## src/verilog/lcd_pkg.sv

```systemverilog
package lcd_pkg;

	// Pixel and line counter values.
	typedef logic [15:0] coord_t;

	// One colour word, as stored in the ROM and the video RAM.
	typedef logic [17:0] color_t;

	// Five row-cell bits followed by five column-cell bits.
	typedef logic [9:0] cell_addr_t;

	// One scan position together with its panel controls.
	typedef struct packed {
		coord_t pixel;
		coord_t line;
		logic   den;
		logic   hsync;
		logic   vsync;
	} scan_t;

	typedef enum logic [1:0] {
		LOAD_IDLE,
		LOAD_RUN,
		LOAD_DONE
	} load_state_t;

endpackage

```

## src/verilog/image_loader.sv

```systemverilog
`timescale 1ns/1ps

module image_loader (
	input  logic                pixel_clk,
	input  logic                rst,
	output lcd_pkg::cell_addr_t rom_addr,
	input  lcd_pkg::color_t     rom_data,
	output logic                wr_en,
	output lcd_pkg::cell_addr_t wr_addr,
	output lcd_pkg::color_t     wr_data,
	output logic                load_done
);

	localparam lcd_pkg::cell_addr_t LAST_ADDR = '1;

	lcd_pkg::load_state_t state;

	// ROM data arrives one cycle after its address, so the write address trails rom_addr.
	assign wr_data = rom_data;

	always_ff @(posedge pixel_clk or negedge rst) begin
		if (!rst) begin
			state     <= lcd_pkg::LOAD_IDLE;
			rom_addr  <= '0;
			wr_en     <= 1'b0;
			wr_addr   <= '0;
			load_done <= 1'b0;
		end else begin
			case (state)
				lcd_pkg::LOAD_IDLE: begin
					state <= lcd_pkg::LOAD_RUN;
				end
				lcd_pkg::LOAD_RUN: begin
					rom_addr <= rom_addr + 1'b1;
					wr_en    <= 1'b1;
					wr_addr  <= rom_addr;
					if (rom_addr == LAST_ADDR) begin
						state <= lcd_pkg::LOAD_DONE;
					end
				end
				lcd_pkg::LOAD_DONE: begin
					// The last word is written on this edge.
					wr_en     <= 1'b0;
					load_done <= 1'b1;
				end
				default: begin
					state <= lcd_pkg::LOAD_IDLE;
				end
			endcase
		end
	end

	a_no_write_after_load: assert property (
		@(posedge pixel_clk) disable iff (!rst)
		(state == lcd_pkg::LOAD_DONE) |=> !$rose(wr_en)
	);

endmodule

```

## config.mk

```make
export PLATFORM = sky130hd
export DESIGN_NAME = image_loader
export DESIGN_NICKNAME = d
export VERILOG_FILES = /design/src/verilog/lcd_pkg.sv /design/src/verilog/image_loader.sv
export SDC_FILE = /design/constraint.sdc
export NUM_CORES = 1
export LEC_CHECK = 0
export BUFFER_PORTS_ARGS = -buffer_cell sky130_fd_sc_hd__buf_2
export CAP_MARGIN = 20
export CORE_MARGIN = 2
export CORE_UTILIZATION = 44
export CTS_CLUSTER_DIAMETER = 40
export DETAILED_ROUTE_END_ITERATION = 7
export MAX_ROUTING_LAYER = met4
export PLACE_DENSITY_LB_ADDON = 0.1
export REMOVE_ABC_BUFFERS = 1
export SYNTH_ARGS = -nofsm -noshare
export SYNTH_HDL_FRONTEND = slang
export SYNTH_SLANG_ARGS = --single-unit
```

## constraint.sdc

```tcl
create_clock -name pixel_clk -period 2.1 [get_ports pixel_clk]
set_clock_uncertainty 0.05 [all_clocks]
set_input_delay 0.21 -clock pixel_clk [delete_from_list [all_inputs] [get_ports pixel_clk]]
set_output_delay 0.21 -clock pixel_clk [all_outputs]
set_load 0.005 [all_outputs]
```

## Word level (Yosys, flattened, before mapping)

Index checks and enable logic that the tools add are counted.

| cells by class | value |
|---|---|
| add/subtract/negate cells | 1 |
| equality and inequality tests | 4 |
| muxes and demuxes | 3 |
| bitwise logic cells | 1 |
| reduce and logical (&&, ||, !) cells | 3 |

Operators with widths:

| kind | number |
|---|---|
| 10-bit by 1-bit adder with 10-bit output, second input constant | 1 |
| 10-bit == test, second input constant | 1 |
| 2-bit one-hot mux with 3 select lines | 1 |
| 2-bit by 1-bit == test with 1-bit output, second input constant | 1 |
| 2-bit == test, second input constant | 1 |
| 2-bit logical NOT | 1 |
| 2-bit 2-to-1 mux | 1 |
| 2-bit inequality test, second input constant | 1 |
| 1-bit one-hot mux with 2 select lines | 1 |
| 2-bit AND reduction | 1 |
| 2-bit nonzero test | 1 |
| 1-bit inverter | 1 |

| word-level totals | value |
|---|---|
| register bits | 24 |
| output and inout bits | 40 |

## Logic depth before layout (Yosys ltp)

Gate-level depths: netlist of the first run.

| logic depth | value |
|---|---|
| depth after elaboration | 3 |
| depth in mapped cells | 6 |

## Least setup slack after synthesis of the first run

Ideal clock, no wire load.

| path | value |
|---|---|
| path kind | reg2reg |
| from | register state[1] |
| to | register rom_addr[1] |
| library setup time | 125 ps |
| arrival | 1297 ps |
| setup slack | 628 ps |
| stages on the path, launching flop included | 6 |
| path buffers | 2 |
| cell sequence | dfrtp_1 inv_1 ha_1 buf_2 buf_2 mux2_2 |

| between the ends | value |
|---|---|
| cells in the longest elaborated chain, start to end | 1 |

Ends and longest elaborated chain:

| item | RTL line | RTL |
|---|---|---|
| from (decl) | image_loader.sv:16 | `lcd_pkg::load_state_t state;` |
| from (signal assigned) | image_loader.sv:23 | `state <= lcd_pkg::LOAD_IDLE;` |
| from (signal assigned) | image_loader.sv:31 | `state <= lcd_pkg::LOAD_RUN;` |
| from (signal assigned) | image_loader.sv:38 | `state <= lcd_pkg::LOAD_DONE;` |
| 2-bit by 1-bit == test with 1-bit output | image_loader.sv:29 | `case (state)` |
| to (signal assigned) | image_loader.sv:34 | `rom_addr <= rom_addr + 1'b1;` |
| to (decl) | image_loader.sv:6 | `output lcd_pkg::cell_addr_t rom_addr,` |

Every way passes these cells.
A chain may end at the register's enable or synchronous reset.

## Final worst setup path of the first run

| path | value |
|---|---|
| from | register state[1] |
| to | register wr_addr[8] |

| between the ends | value |
|---|---|
| cells in the longest elaborated chain, start to end | 1 |

Ends and longest elaborated chain:

| item | RTL line | RTL |
|---|---|---|
| 2-bit by 1-bit == test with 1-bit output | image_loader.sv:29 |  |
| to (signal assigned) | image_loader.sv:36 | `wr_addr <= rom_addr;` |
| to (decl) | image_loader.sv:9 | `output lcd_pkg::cell_addr_t wr_addr,` |

Every way passes these cells.

==> implementation parameters, run 1 <==
Parameter                              Value

Outcome
  Result of the run    completed

Logic synthesis
  Count of synthesis-stage warnings from yosys    0
  Largest family of logic cells by synthesized area    buffers and inverters
  Flip-flop and latch count after synthesis    24
  Multiplexer fraction of the synthesized cell area    10.52%
  Compound-Gate Fraction of Synth Area    2.146%
  Post-Syn Area per Cell    11.66 µm²
  Share of synthesized area occupied by flip-flops and latches    51.50%
  Post-synthesis instance area    1166 µm²
  Post-synthesis cell type count    22
  Simple-gate share of the synthesized area    11.05%
  Adder-cell share of the synthesized area    4.292%
  Area share of xor/xnor cells in the synthesized design    6.760%
  Post-Synthesis Cells    100

Placement
  Weighted congestion reported at the end of routability-driven placement    0.6678
  Placed cells    134
  Number of buffers added on ports    23
  Final HPWL DP    1.712 mm

STA
  Highest Clock Rate    586.1 MHz
  Unrepaired setup endpoints after global routing    no
  Max_slew headroom    64.44%
  Final period utilization    81.24%
  Final hold violation count    0
  Fin Setup TNS    0 ns
  Measured slew at the worst slew-check pin    0.5334 ns
  Final-report setup violation count    0
  Final Hold Slack    0.3457 ns
  Slew Viols, Final    0
  Fin crit period    1.706 ns

Clock tree
  CTS root buffer    sky130_fd_sc_hd__clkbuf_4
  Clock-pin transition on the worst setup and hold timing paths    0.13 ns
  Number of levels the H-tree was split into    1
  Clock sinks    24
  Number of buffers inserted during clock tree synthesis    3
  Clock tree from TritonCTS    built
  CTS Buffer Depth    2
  Count of cells resized by post-cts repair    0
  Worst-Skew Late Latency    0.30 ns
  Setup Buffers After CTS    0

Cells and area
  Share of final-layout standard cells stronger than drive strength 1    36.11%
  Non-Filler Instances    138
  Post-layout nets    134
  Synthesis-to-layout area growth    4.077%
  Number of inserted filler cells in the final layout    234
  Diode insertion count for antenna repair    0

Pwr
  Sequential fraction of design power    69.1%
  Total power density per cell area    551.0 nW/µm²
  VDD IR-drop max    0.3814 mV
  Leakage Power    0.6327 nW
  Fraction of power spent switching nets    20.62%
  Final total power    668.8 µW
  Net load switching power    137.9 µW
  Relative contribution of combinational cells to total power    1.6%
  P_int    530.8 µW
  Share of power burned in the clock network    29.3%

Worst setup path
  Critical Path Fanout Max    12
  Data arrival at the endpoint of the critical path    1.86 ns
  Critical path endpoint category    flop
  Worst Path Required    2.25 ns
  Worst reg2reg path startpoint    state[1]
  Count of cells along the worst register-to-register path    4
  Kind of launch point of the worst setup path    flop
  Worst reg2reg endpoint    wr_addr[8]
  Classification of the worst setup path    reg2reg
  Setup slack of the most critical reg-to-reg path    0.39 ns

Global route
  Vias in the first global route    762
  Global-route wire length before repair    3.801 mm
  GRT Total Usage    16.84%
  Maximum number of pins on one net before global-route repair    25
  Number of antenna violations at the first check in global routing    0
  Global route overflow    0

Routing
  Total number of vias    717
  Pre-antenna DRT Iters    4
  Remaining design rule violation count    0
  Final WL    2.319 mm
  Number of nets still failing antenna checks after routing    0
  Wire length per cell    16.80 µm
  Via/cell ratio    5.196
  Initial detailed-routing violation count    11

Die
  Die outline width    55.48 µm
  Vert. Die Dim    55.48 µm
  Ports placed on the boundary    60
  Initial standard-cell utilization of the core    46.65%
  Overall die area    3078 µm²
  Placement row count    18
  Core footprint    2500 µm²

Run
  # Max-Cap Violations    0

Worst hold path
  Worst min-delay path category    in2async
## sequential cells by signal (all words and copies together), names as in the netlist
signal	cells
rom_addr	10
load_done	1
state	2
wr_en	1
wr_addr	10
## synthesized netlist by cell type, drive strengths merged
master	count	area share (%)
dfrtp	24	52
buf	20	12
mux2	10	9.7
nand2	6	1.9
xor2	6	4.5
nand4	5	3.2
ha	4	4.3
inv	4	1.3
nor2	4	1.3
xnor2	3	2.3
nand3	2	0.86
nor3	2	0.86
o21ai	2	0.86
or4	2	1.3
a21oi	1	0.43
a222oi	1	0.86
and2	1	0.54
mux2i	1	0.86
nand2b	1	0.54
or2	1	0.54
## critical path, stage by stage (launching register included)
cell and delay, ns:
sky130_fd_sc_hd__dfrtp_1 0.40, sky130_fd_sc_hd__inv_1 0.10, sky130_fd_sc_hd__ha_1 0.45, sky130_fd_sc_hd__buf_4 0.26, sky130_fd_sc_hd__mux2_2 0.34
## power groups by stage
stage                     clock network [mW]  registers [mW]   logic [mW]
after floorplan                            0           0.471  0.000000218
after global placement                     0           0.471       0.0100
after detailed placement                   0           0.471       0.0102
after CTS                              0.207           0.462       0.0116
after global routing                   0.226           0.462       0.0126
final                                  0.196           0.462       0.0106
## cell usage in the layout, fill, tap and decap left out
cell / n
sky130_fd_sc_hd__nand2b_1: 1
sky130_fd_sc_hd__a21oi_1: 1
sky130_fd_sc_hd__nand3_1: 2
sky130_fd_sc_hd__clkbuf_4: 3
sky130_fd_sc_hd__a222oi_1: 1
sky130_fd_sc_hd__xnor2_1: 3
sky130_fd_sc_hd__mux2_2: 10
sky130_fd_sc_hd__o21ai_0: 2
sky130_fd_sc_hd__nor3_1: 2
sky130_fd_sc_hd__mux2i_1: 1
sky130_fd_sc_hd__nand4_1: 4
sky130_fd_sc_hd__xor2_1: 6
sky130_fd_sc_hd__inv_1: 4
sky130_fd_sc_hd__or4_1: 2
sky130_fd_sc_hd__dlygate4sd3_1: 1
sky130_fd_sc_hd__dfrtp_1: 24
sky130_fd_sc_hd__ha_1: 4
sky130_fd_sc_hd__nor2_1: 4
sky130_fd_sc_hd__and2_1: 1
sky130_fd_sc_hd__buf_4: 1
sky130_fd_sc_hd__buf_2: 23
sky130_fd_sc_hd__or2_2: 1
sky130_fd_sc_hd__nand4_2: 1
sky130_fd_sc_hd__nand2_1: 6
## kinds of logic after synthesis
family,after synthesis
buf+inv,24
simple gates,24
flops,24
mux,11
xor+xnor,9
compound gates,4
fa+ha+maj,4
## worst max-delay path by stage
stage,to,depth (start not counted),slack [ns],startpoint
global route,rom_addr[9],5,0.28,state[1]
CTS,wr_addr[8],4,0.39,state[1]
detailed placement,wr_addr[8],4,0.41,state[1]
floorplan,rom_addr[9],5,0.49,state[1]
finish,wr_addr[8],4,0.39,state[1]
global placement,wr_addr[8],4,0.45,state[1]
## per-layer routing
metal | GRT usage, % | wire (µm) | up-vias | part of all wire (%)
met5 | - | 0 | - | 0
met4 | 5.575 | 21 | 0 | 0.91
met3 | 10.54 | 231 | 2 | 10
met2 | 20.75 | 969 | 29 | 42
met1 | 22.27 | 1097 | 351 | 47
li1 | - | - | 335 | -
## area by class of cell
type | count | area [µm²] | share of cell area (%)
multi-input combinational | 52 | 405.4 | 33.40
sequential | 24 | 600.6 | 49.48
inverter | 4 | 15.01 | 1.237
tap | 30 | 37.54 | 3.093
timing repair buffer | 25 | 132.6 | 10.93
clock buffer | 3 | 22.52 | 1.856
## per-stage QoR
stage	setup WS [ns]	area, µm²	util (%)
finish	0.3939	1214	48.55
global route	0.2847	1214	48.55
CTS	0.3905	1214	48.55
detailed placement	0.4126	1181	47.25
global placement	0.4538	1181	47.25
floorplan	0.4928	1021	-
## repair_timing
action	CTS	global route
endpoints found under the hold margin	24	0
endpoints found under the setup margin	0	0
hold buffers	1	0
Note: power is estimated with default switching activity, not from simulation.
==> run 2, diff against run 1 <==
==> constraint.sdc (replaced) <==
create_clock -name pixel_clk -period 1.7 [get_ports pixel_clk]
set_clock_uncertainty 0.05 [all_clocks]
set_input_delay 0.17 -clock pixel_clk [delete_from_list [all_inputs] [get_ports pixel_clk]]
set_output_delay 0.17 -clock pixel_clk [all_outputs]
set_load 0.005 [all_outputs]
==> run 2 against run 1 <==
  * Wire length rose by 2.8%
  * Sequential power rose by 24%
  * Core utilization rose by 1.6 points
  * Sequential cell count did not move
  * Sequential share of layout area fell by 1.5 points
  * Hold slack got worse by 0.056 ns
  * Setup slack got worse by 0.27 ns
  * Power rose by 32%
==> implementation parameters, run 2 (synthesis results as in run 1) <==
Parameter                              Value

Outcome
  Result of the run    completed

Global route
  Global route overflow    0
  Number of antenna violations at the first check in global routing    0
  Maximum number of pins on one net before global-route repair    25
  GRT Total Usage    16.46%
  Vias in the first global route    747
  Global-route wire length before repair    3.760 mm

Die
  Die outline width    55.48 µm
  Core footprint    2500 µm²
  Vert. Die Dim    55.48 µm
  Placement row count    18
  Initial standard-cell utilization of the core    46.65%
  Overall die area    3078 µm²
  Ports placed on the boundary    60

STA
  Final period utilization    92.71%
  Final Hold Slack    0.2900 ns
  Final-report setup violation count    0
  Worst Setup Slack, final    0.1239 ns
  Highest Clock Rate    634.5 MHz
  Unrepaired setup endpoints after global routing    no
  Measured slew at the worst slew-check pin    0.5446 ns
  Final hold violation count    0
  Max_slew headroom    63.69%
  Fin crit period    1.576 ns
  Fin Setup TNS    0 ns
  Slew Viols, Final    0

Cells and area
  Largest registers    rom_addr (10), wr_addr (10), state (2)
  Share of final-layout standard cells stronger than drive strength 1    39.29%
  Synthesis-to-layout area growth    7.403%
  Number of inserted filler cells in the final layout    234
  Non-Filler Instances    142
  Diode insertion count for antenna repair    0
  Layout Cell Area excl Fill    1252 µm²
  Commonest non-fill, non-tap cell in the layout    sky130_fd_sc_hd__dfrtp_1
  Commonest non-fill, non-tap cells in the layout    24 x sky130_fd_sc_hd__dfrtp_1, 23 x sky130_fd_sc_hd__buf_2, 10 x sky130_fd_sc_hd__mux2_2
  Post-layout nets    137
  Final core area utilization    50.10%

Routing
  Total number of vias    745
  Number of nets still failing antenna checks after routing    0
  Final WL    2.384 mm
  Wire length per cell    16.79 µm
  Pre-antenna DRT Iters    4
  Initial detailed-routing violation count    10
  Via/cell ratio    5.246
  Remaining design rule violation count    0

Clock tree
  Clock sinks    24
  Clock-pin transition on the worst setup and hold timing paths    0.13 ns
  Number of buffers inserted during clock tree synthesis    3
  Number of levels the H-tree was split into    1
  CTS Buffer Depth    2
  Worst-Skew Late Latency    0.31 ns
  Clock tree from TritonCTS    built
  CTS root buffer    sky130_fd_sc_hd__clkbuf_4

Worst setup path
  Data arrival at the endpoint of the critical path    1.77 ns
  Critical path endpoint category    flop
  Kind of launch point of the worst setup path    flop
  Count of cells along the worst register-to-register path    4
  Worst Path Required    1.89 ns
  Worst reg2reg path startpoint    state[0]
  Worst reg2reg endpoint    state[1]
  Critical Path Fanout Max    6
  Setup slack of the most critical reg-to-reg path    0.12 ns
  Classification of the worst setup path    reg2reg

Placement
  Pre-CTS setup slack    0.1441 ns
  Weighted congestion reported at the end of routability-driven placement    0.7274
  Number of buffers added on ports    23
  Instance area after placement    1204 µm²
  Final HPWL DP    1.734 mm
  Placed cells    137

Pwr
  Fraction of power spent switching nets    20.29%
  P_int    703.8 µW
  Net load switching power    179.1 µW
  Share of power burned in the clock network    33.8%
  Final total power    882.8 µW
  Sequential fraction of design power    64.7%
  Relative contribution of combinational cells to total power    1.5%
  Total power density per cell area    704.9 nW/µm²
  Leakage Power    0.6527 nW
  VDD IR-drop max    0.3765 mV

Worst hold path
  Number of stages on the worst hold path    0
  Worst min-delay path category    in2out
  Hold path endpoint    wr_data[7]
  Start point of the worst min-delay path    rom_data[7]

Run
  # Max-Cap Violations    0
==> run 2: final cells by class <==
class / count / area (µm²) / share of cell area (%)
sequential: 24 / 600.6 / 47.95
clock buffer: 4 / 36.28 / 2.897
multi-input combinational: 52 / 407.9 / 32.57
timing repair buffer: 28 / 155.1 / 12.39
tap: 30 / 37.54 / 2.997
inverter: 4 / 15.01 / 1.199
==> run 2: timing repair <==
item                                   CTS  global route
endpoints found under the hold margin   24             0
hold buffers                             1             0
resized for setup                        0             1
setup buffers                            0             0
setup endpoints to repair                0             3
==> run 2: per-layer routing <==
metal | wire (µm) | vias up | GRT usage, % | part of all wire, %
met5 | 0 | - | - | 0
met3 | 234 | 2 | 7.728 | 9.8
met4 | 19 | 0 | 5.226 | 0.80
met1 | 1110 | 375 | 23.69 | 47
met2 | 1019 | 29 | 20.07 | 43
li1 | - | 339 | - | -
==> run 2: worst max-delay path by stage <==
stage / from / endpoint / slack, ns / cells past startpoint
floorplan: state[1] / rom_addr[9] / 0.09 / 5
global placement: state[1] / wr_addr[0] / 0.17 / 4
detailed placement: state[1] / wr_addr[8] / 0.14 / 4
CTS: state[1] / rom_addr[9] / 0.06 / 5
global route: rom_addr[1] / state[1] / 0.01 / 4
finish: state[0] / state[1] / 0.12 / 4
==> run 2: worst max-delay path, cell delays in order (launching register included) <==
cell and delay [ns]:
sky130_fd_sc_hd__dfrtp_1 0.43, sky130_fd_sc_hd__inv_1 0.08, sky130_fd_sc_hd__ha_1 0.26, sky130_fd_sc_hd__or4_1 0.53, sky130_fd_sc_hd__a21oi_1 0.17
==> run 2: power groups by stage <==
stage / Clock, mW / Sequential [mW] / Combinational, mW
6_report: 0.299 / 0.571 / 0.0133
5_1_grt: 0.334 / 0.571 / 0.0159
4_1_cts: 0.314 / 0.571 / 0.0147
3_5_place_dp: 0 / 0.582 / 0.0131
3_3_place_gp: 0 / 0.582 / 0.0127
2_1_floorplan: 0 / 0.582 / 0.000000218
==> run 3, diff against run 2 <==
==> constraint.sdc (replaced) <==
create_clock -name pixel_clk -period 1.7 [get_ports pixel_clk]
set_clock_uncertainty 0.05 [all_clocks]
set_input_delay 0.34 -clock pixel_clk [delete_from_list [all_inputs] [get_ports pixel_clk]]
set_output_delay 0.34 -clock pixel_clk [all_outputs]
set_load 0.005 [all_outputs]
==> run 3 against run 2 <==
  * Combinational power barely moved
  * Clock power decreased by 17%
  * Sequential power about the same
  * Power decreased by 5.7%
  * Final cell count shrank 0.70%
  * Count of clock-buffer cells in the layout is 1 lower
  * First-iteration DRC count is 10% lower
  * Largest cell class unchanged
  * Largest power group unchanged
  * Highest routed layer unchanged
==> implementation parameters, run 3 (synthesis results as in run 1) <==
Parameter                              Value

Pwr
  Leakage Power    0.6455 nW
  VDD IR-drop max    0.4799 mV
  Total power density per cell area    672.1 nW/µm²

Routing
  Pre-antenna DRT Iters    4
  Via/cell ratio    5.270
  Wire length per cell    16.99 µm
  Remaining design rule violation count    0
  Final WL    2.396 mm
  Total number of vias    743
  Initial detailed-routing violation count    9
  Number of nets still failing antenna checks after routing    0

Cells and area
  Commonest non-fill, non-tap cell in the layout    sky130_fd_sc_hd__dfrtp_1
  Commonest non-fill, non-tap cells in the layout    24 x sky130_fd_sc_hd__dfrtp_1, 23 x sky130_fd_sc_hd__buf_2, 10 x sky130_fd_sc_hd__mux2_2
  Layout Cell Area excl Fill    1239 µm²
  Largest registers    rom_addr (10), wr_addr (10), state (2)
  Number of inserted filler cells in the final layout    243
  Combined flip-flop and latch cell area    600.6 µm²
  Total area of multi-input combinational cells    407.9 µm²
  Share of final-layout standard cells stronger than drive strength 1    38.74%
  Diode insertion count for antenna repair    0
  Post-layout nets    137
  Synthesis-to-layout area growth    6.223%

Die
  Ports placed on the boundary    60
  Overall die area    3078 µm²
  Vert. Die Dim    55.48 µm
  Core footprint    2500 µm²
  Die outline width    55.48 µm
  Initial standard-cell utilization of the core    46.65%
  Placement row count    18

Worst setup path
  Logic depth of the worst setup path including buffers    4
  Critical Path Fanout Max    6
  Classification of the worst setup path    reg2reg
  Kind of launch point of the worst setup path    flop
  Count of cells along the worst register-to-register path    4
  CP delay by family, top    simple AND/OR/NAND/NOR gates
  Data arrival at the endpoint of the critical path    1.76 ns
  Worst Path Required    1.89 ns
  Slowest library cell on the worst path    sky130_fd_sc_hd__or4_1
  Delay of the slowest critical-path stage    0.54 ns
  CP Cell Sequence    inv_1 > ha_1 > or4_1 > a21oi_1
  Critical path endpoint category    flop
  Buf/Inv on CP    1

Clock tree
  Number of buffers inserted during clock tree synthesis    3
  Clock sinks    24
  Clock tree from TritonCTS    built
  CTS root buffer    sky130_fd_sc_hd__clkbuf_4
  Number of levels the H-tree was split into    1
  Clock-pin transition on the worst setup and hold timing paths    0.12 ns
  Worst-Skew Late Latency    0.31 ns
  CTS Buffer Depth    2

Worst hold path
  Number of stages on the worst hold path    1
  Worst min-delay path category    reg2reg

Global route
  Global-route wire length before repair    3.891 mm
  Maximum number of pins on one net before global-route repair    25
  Vias in the first global route    735
  Global route overflow    0
  GRT Total Usage    17.08%
  Number of antenna violations at the first check in global routing    0

STA
  Unrepaired setup endpoints after global routing    no
  Slew Viols, Final    0
  Worst Setup Slack, final    0.1343 ns
  Highest Clock Rate    638.7 MHz
  Final hold violation count    0
  Fin Setup TNS    0 ns
  Fin crit period    1.566 ns
  Final period utilization    92.10%
  Final Hold Slack    0.4228 ns
  Measured slew at the worst slew-check pin    0.5380 ns
  Max_slew headroom    64.13%
  Final-report setup violation count    0

Placement
  Pre-CTS setup slack    0.1229 ns
  Instance area after placement    1204 µm²
  Final HPWL DP    1.761 mm
  Weighted congestion reported at the end of routability-driven placement    0.7171
  Number of buffers added on ports    23

Outcome
  Result of the run    completed

Run
  # Max-Cap Violations    0
run 3: worst paths after layout:
check,start,end,slack (ns)
max,state[0],state[1],0.13
min,load_done,load_done,0.42
max reg2reg,state[0],state[1],0.13
min reg2reg,load_done,load_done,0.42
max in group asynchronous,rst,rom_addr[3],0.77
min in group asynchronous,rst,wr_en,0.47
run 3: power breakdown:
part           total, mW  switching [mW]  internal [mW]  leakage (nW)
logic             0.0132          0.0109        0.00231         0.340
clock network      0.249           0.166         0.0829        0.0138
registers          0.571               0          0.571         0.292
run 3: layout make-up:
cell class                 count  area share, %
sequential                    24          48.48
inverter                       4          1.212
timing repair buffer          28          12.53
tap                           30          3.030
clock buffer                   3          1.818
multi-input combinational     52          32.93
run 3: layer usage:
metal / track usage [%] / vias to the layer above / part of all wire [%]
met3: 8.665 / 4 / 10
li1: - / 344 / -
met4: 6.272 / 0 / 1.3
met5: - / - / 0
met1: 24.06 / 358 / 46
met2: 20.58 / 37 / 42
run 3: what timing repair did:
item,CTS,global route
setup buffers,0,0
hold endpoints to repair,24,0
gates resized for setup,0,1
setup endpoints to repair,0,1
hold buffers,1,0
run 3: stage by stage:
step	power [mW]	instances	util [%]
2_1_floorplan	0.5819	80	-
3_3_place_gp	0.5943	137	48.15
3_5_place_dp	0.5947	137	48.15
4_1_cts	0.8446	141	49.45
5_1_grt	0.8748	141	49.55
6_report	0.8325	141	49.55
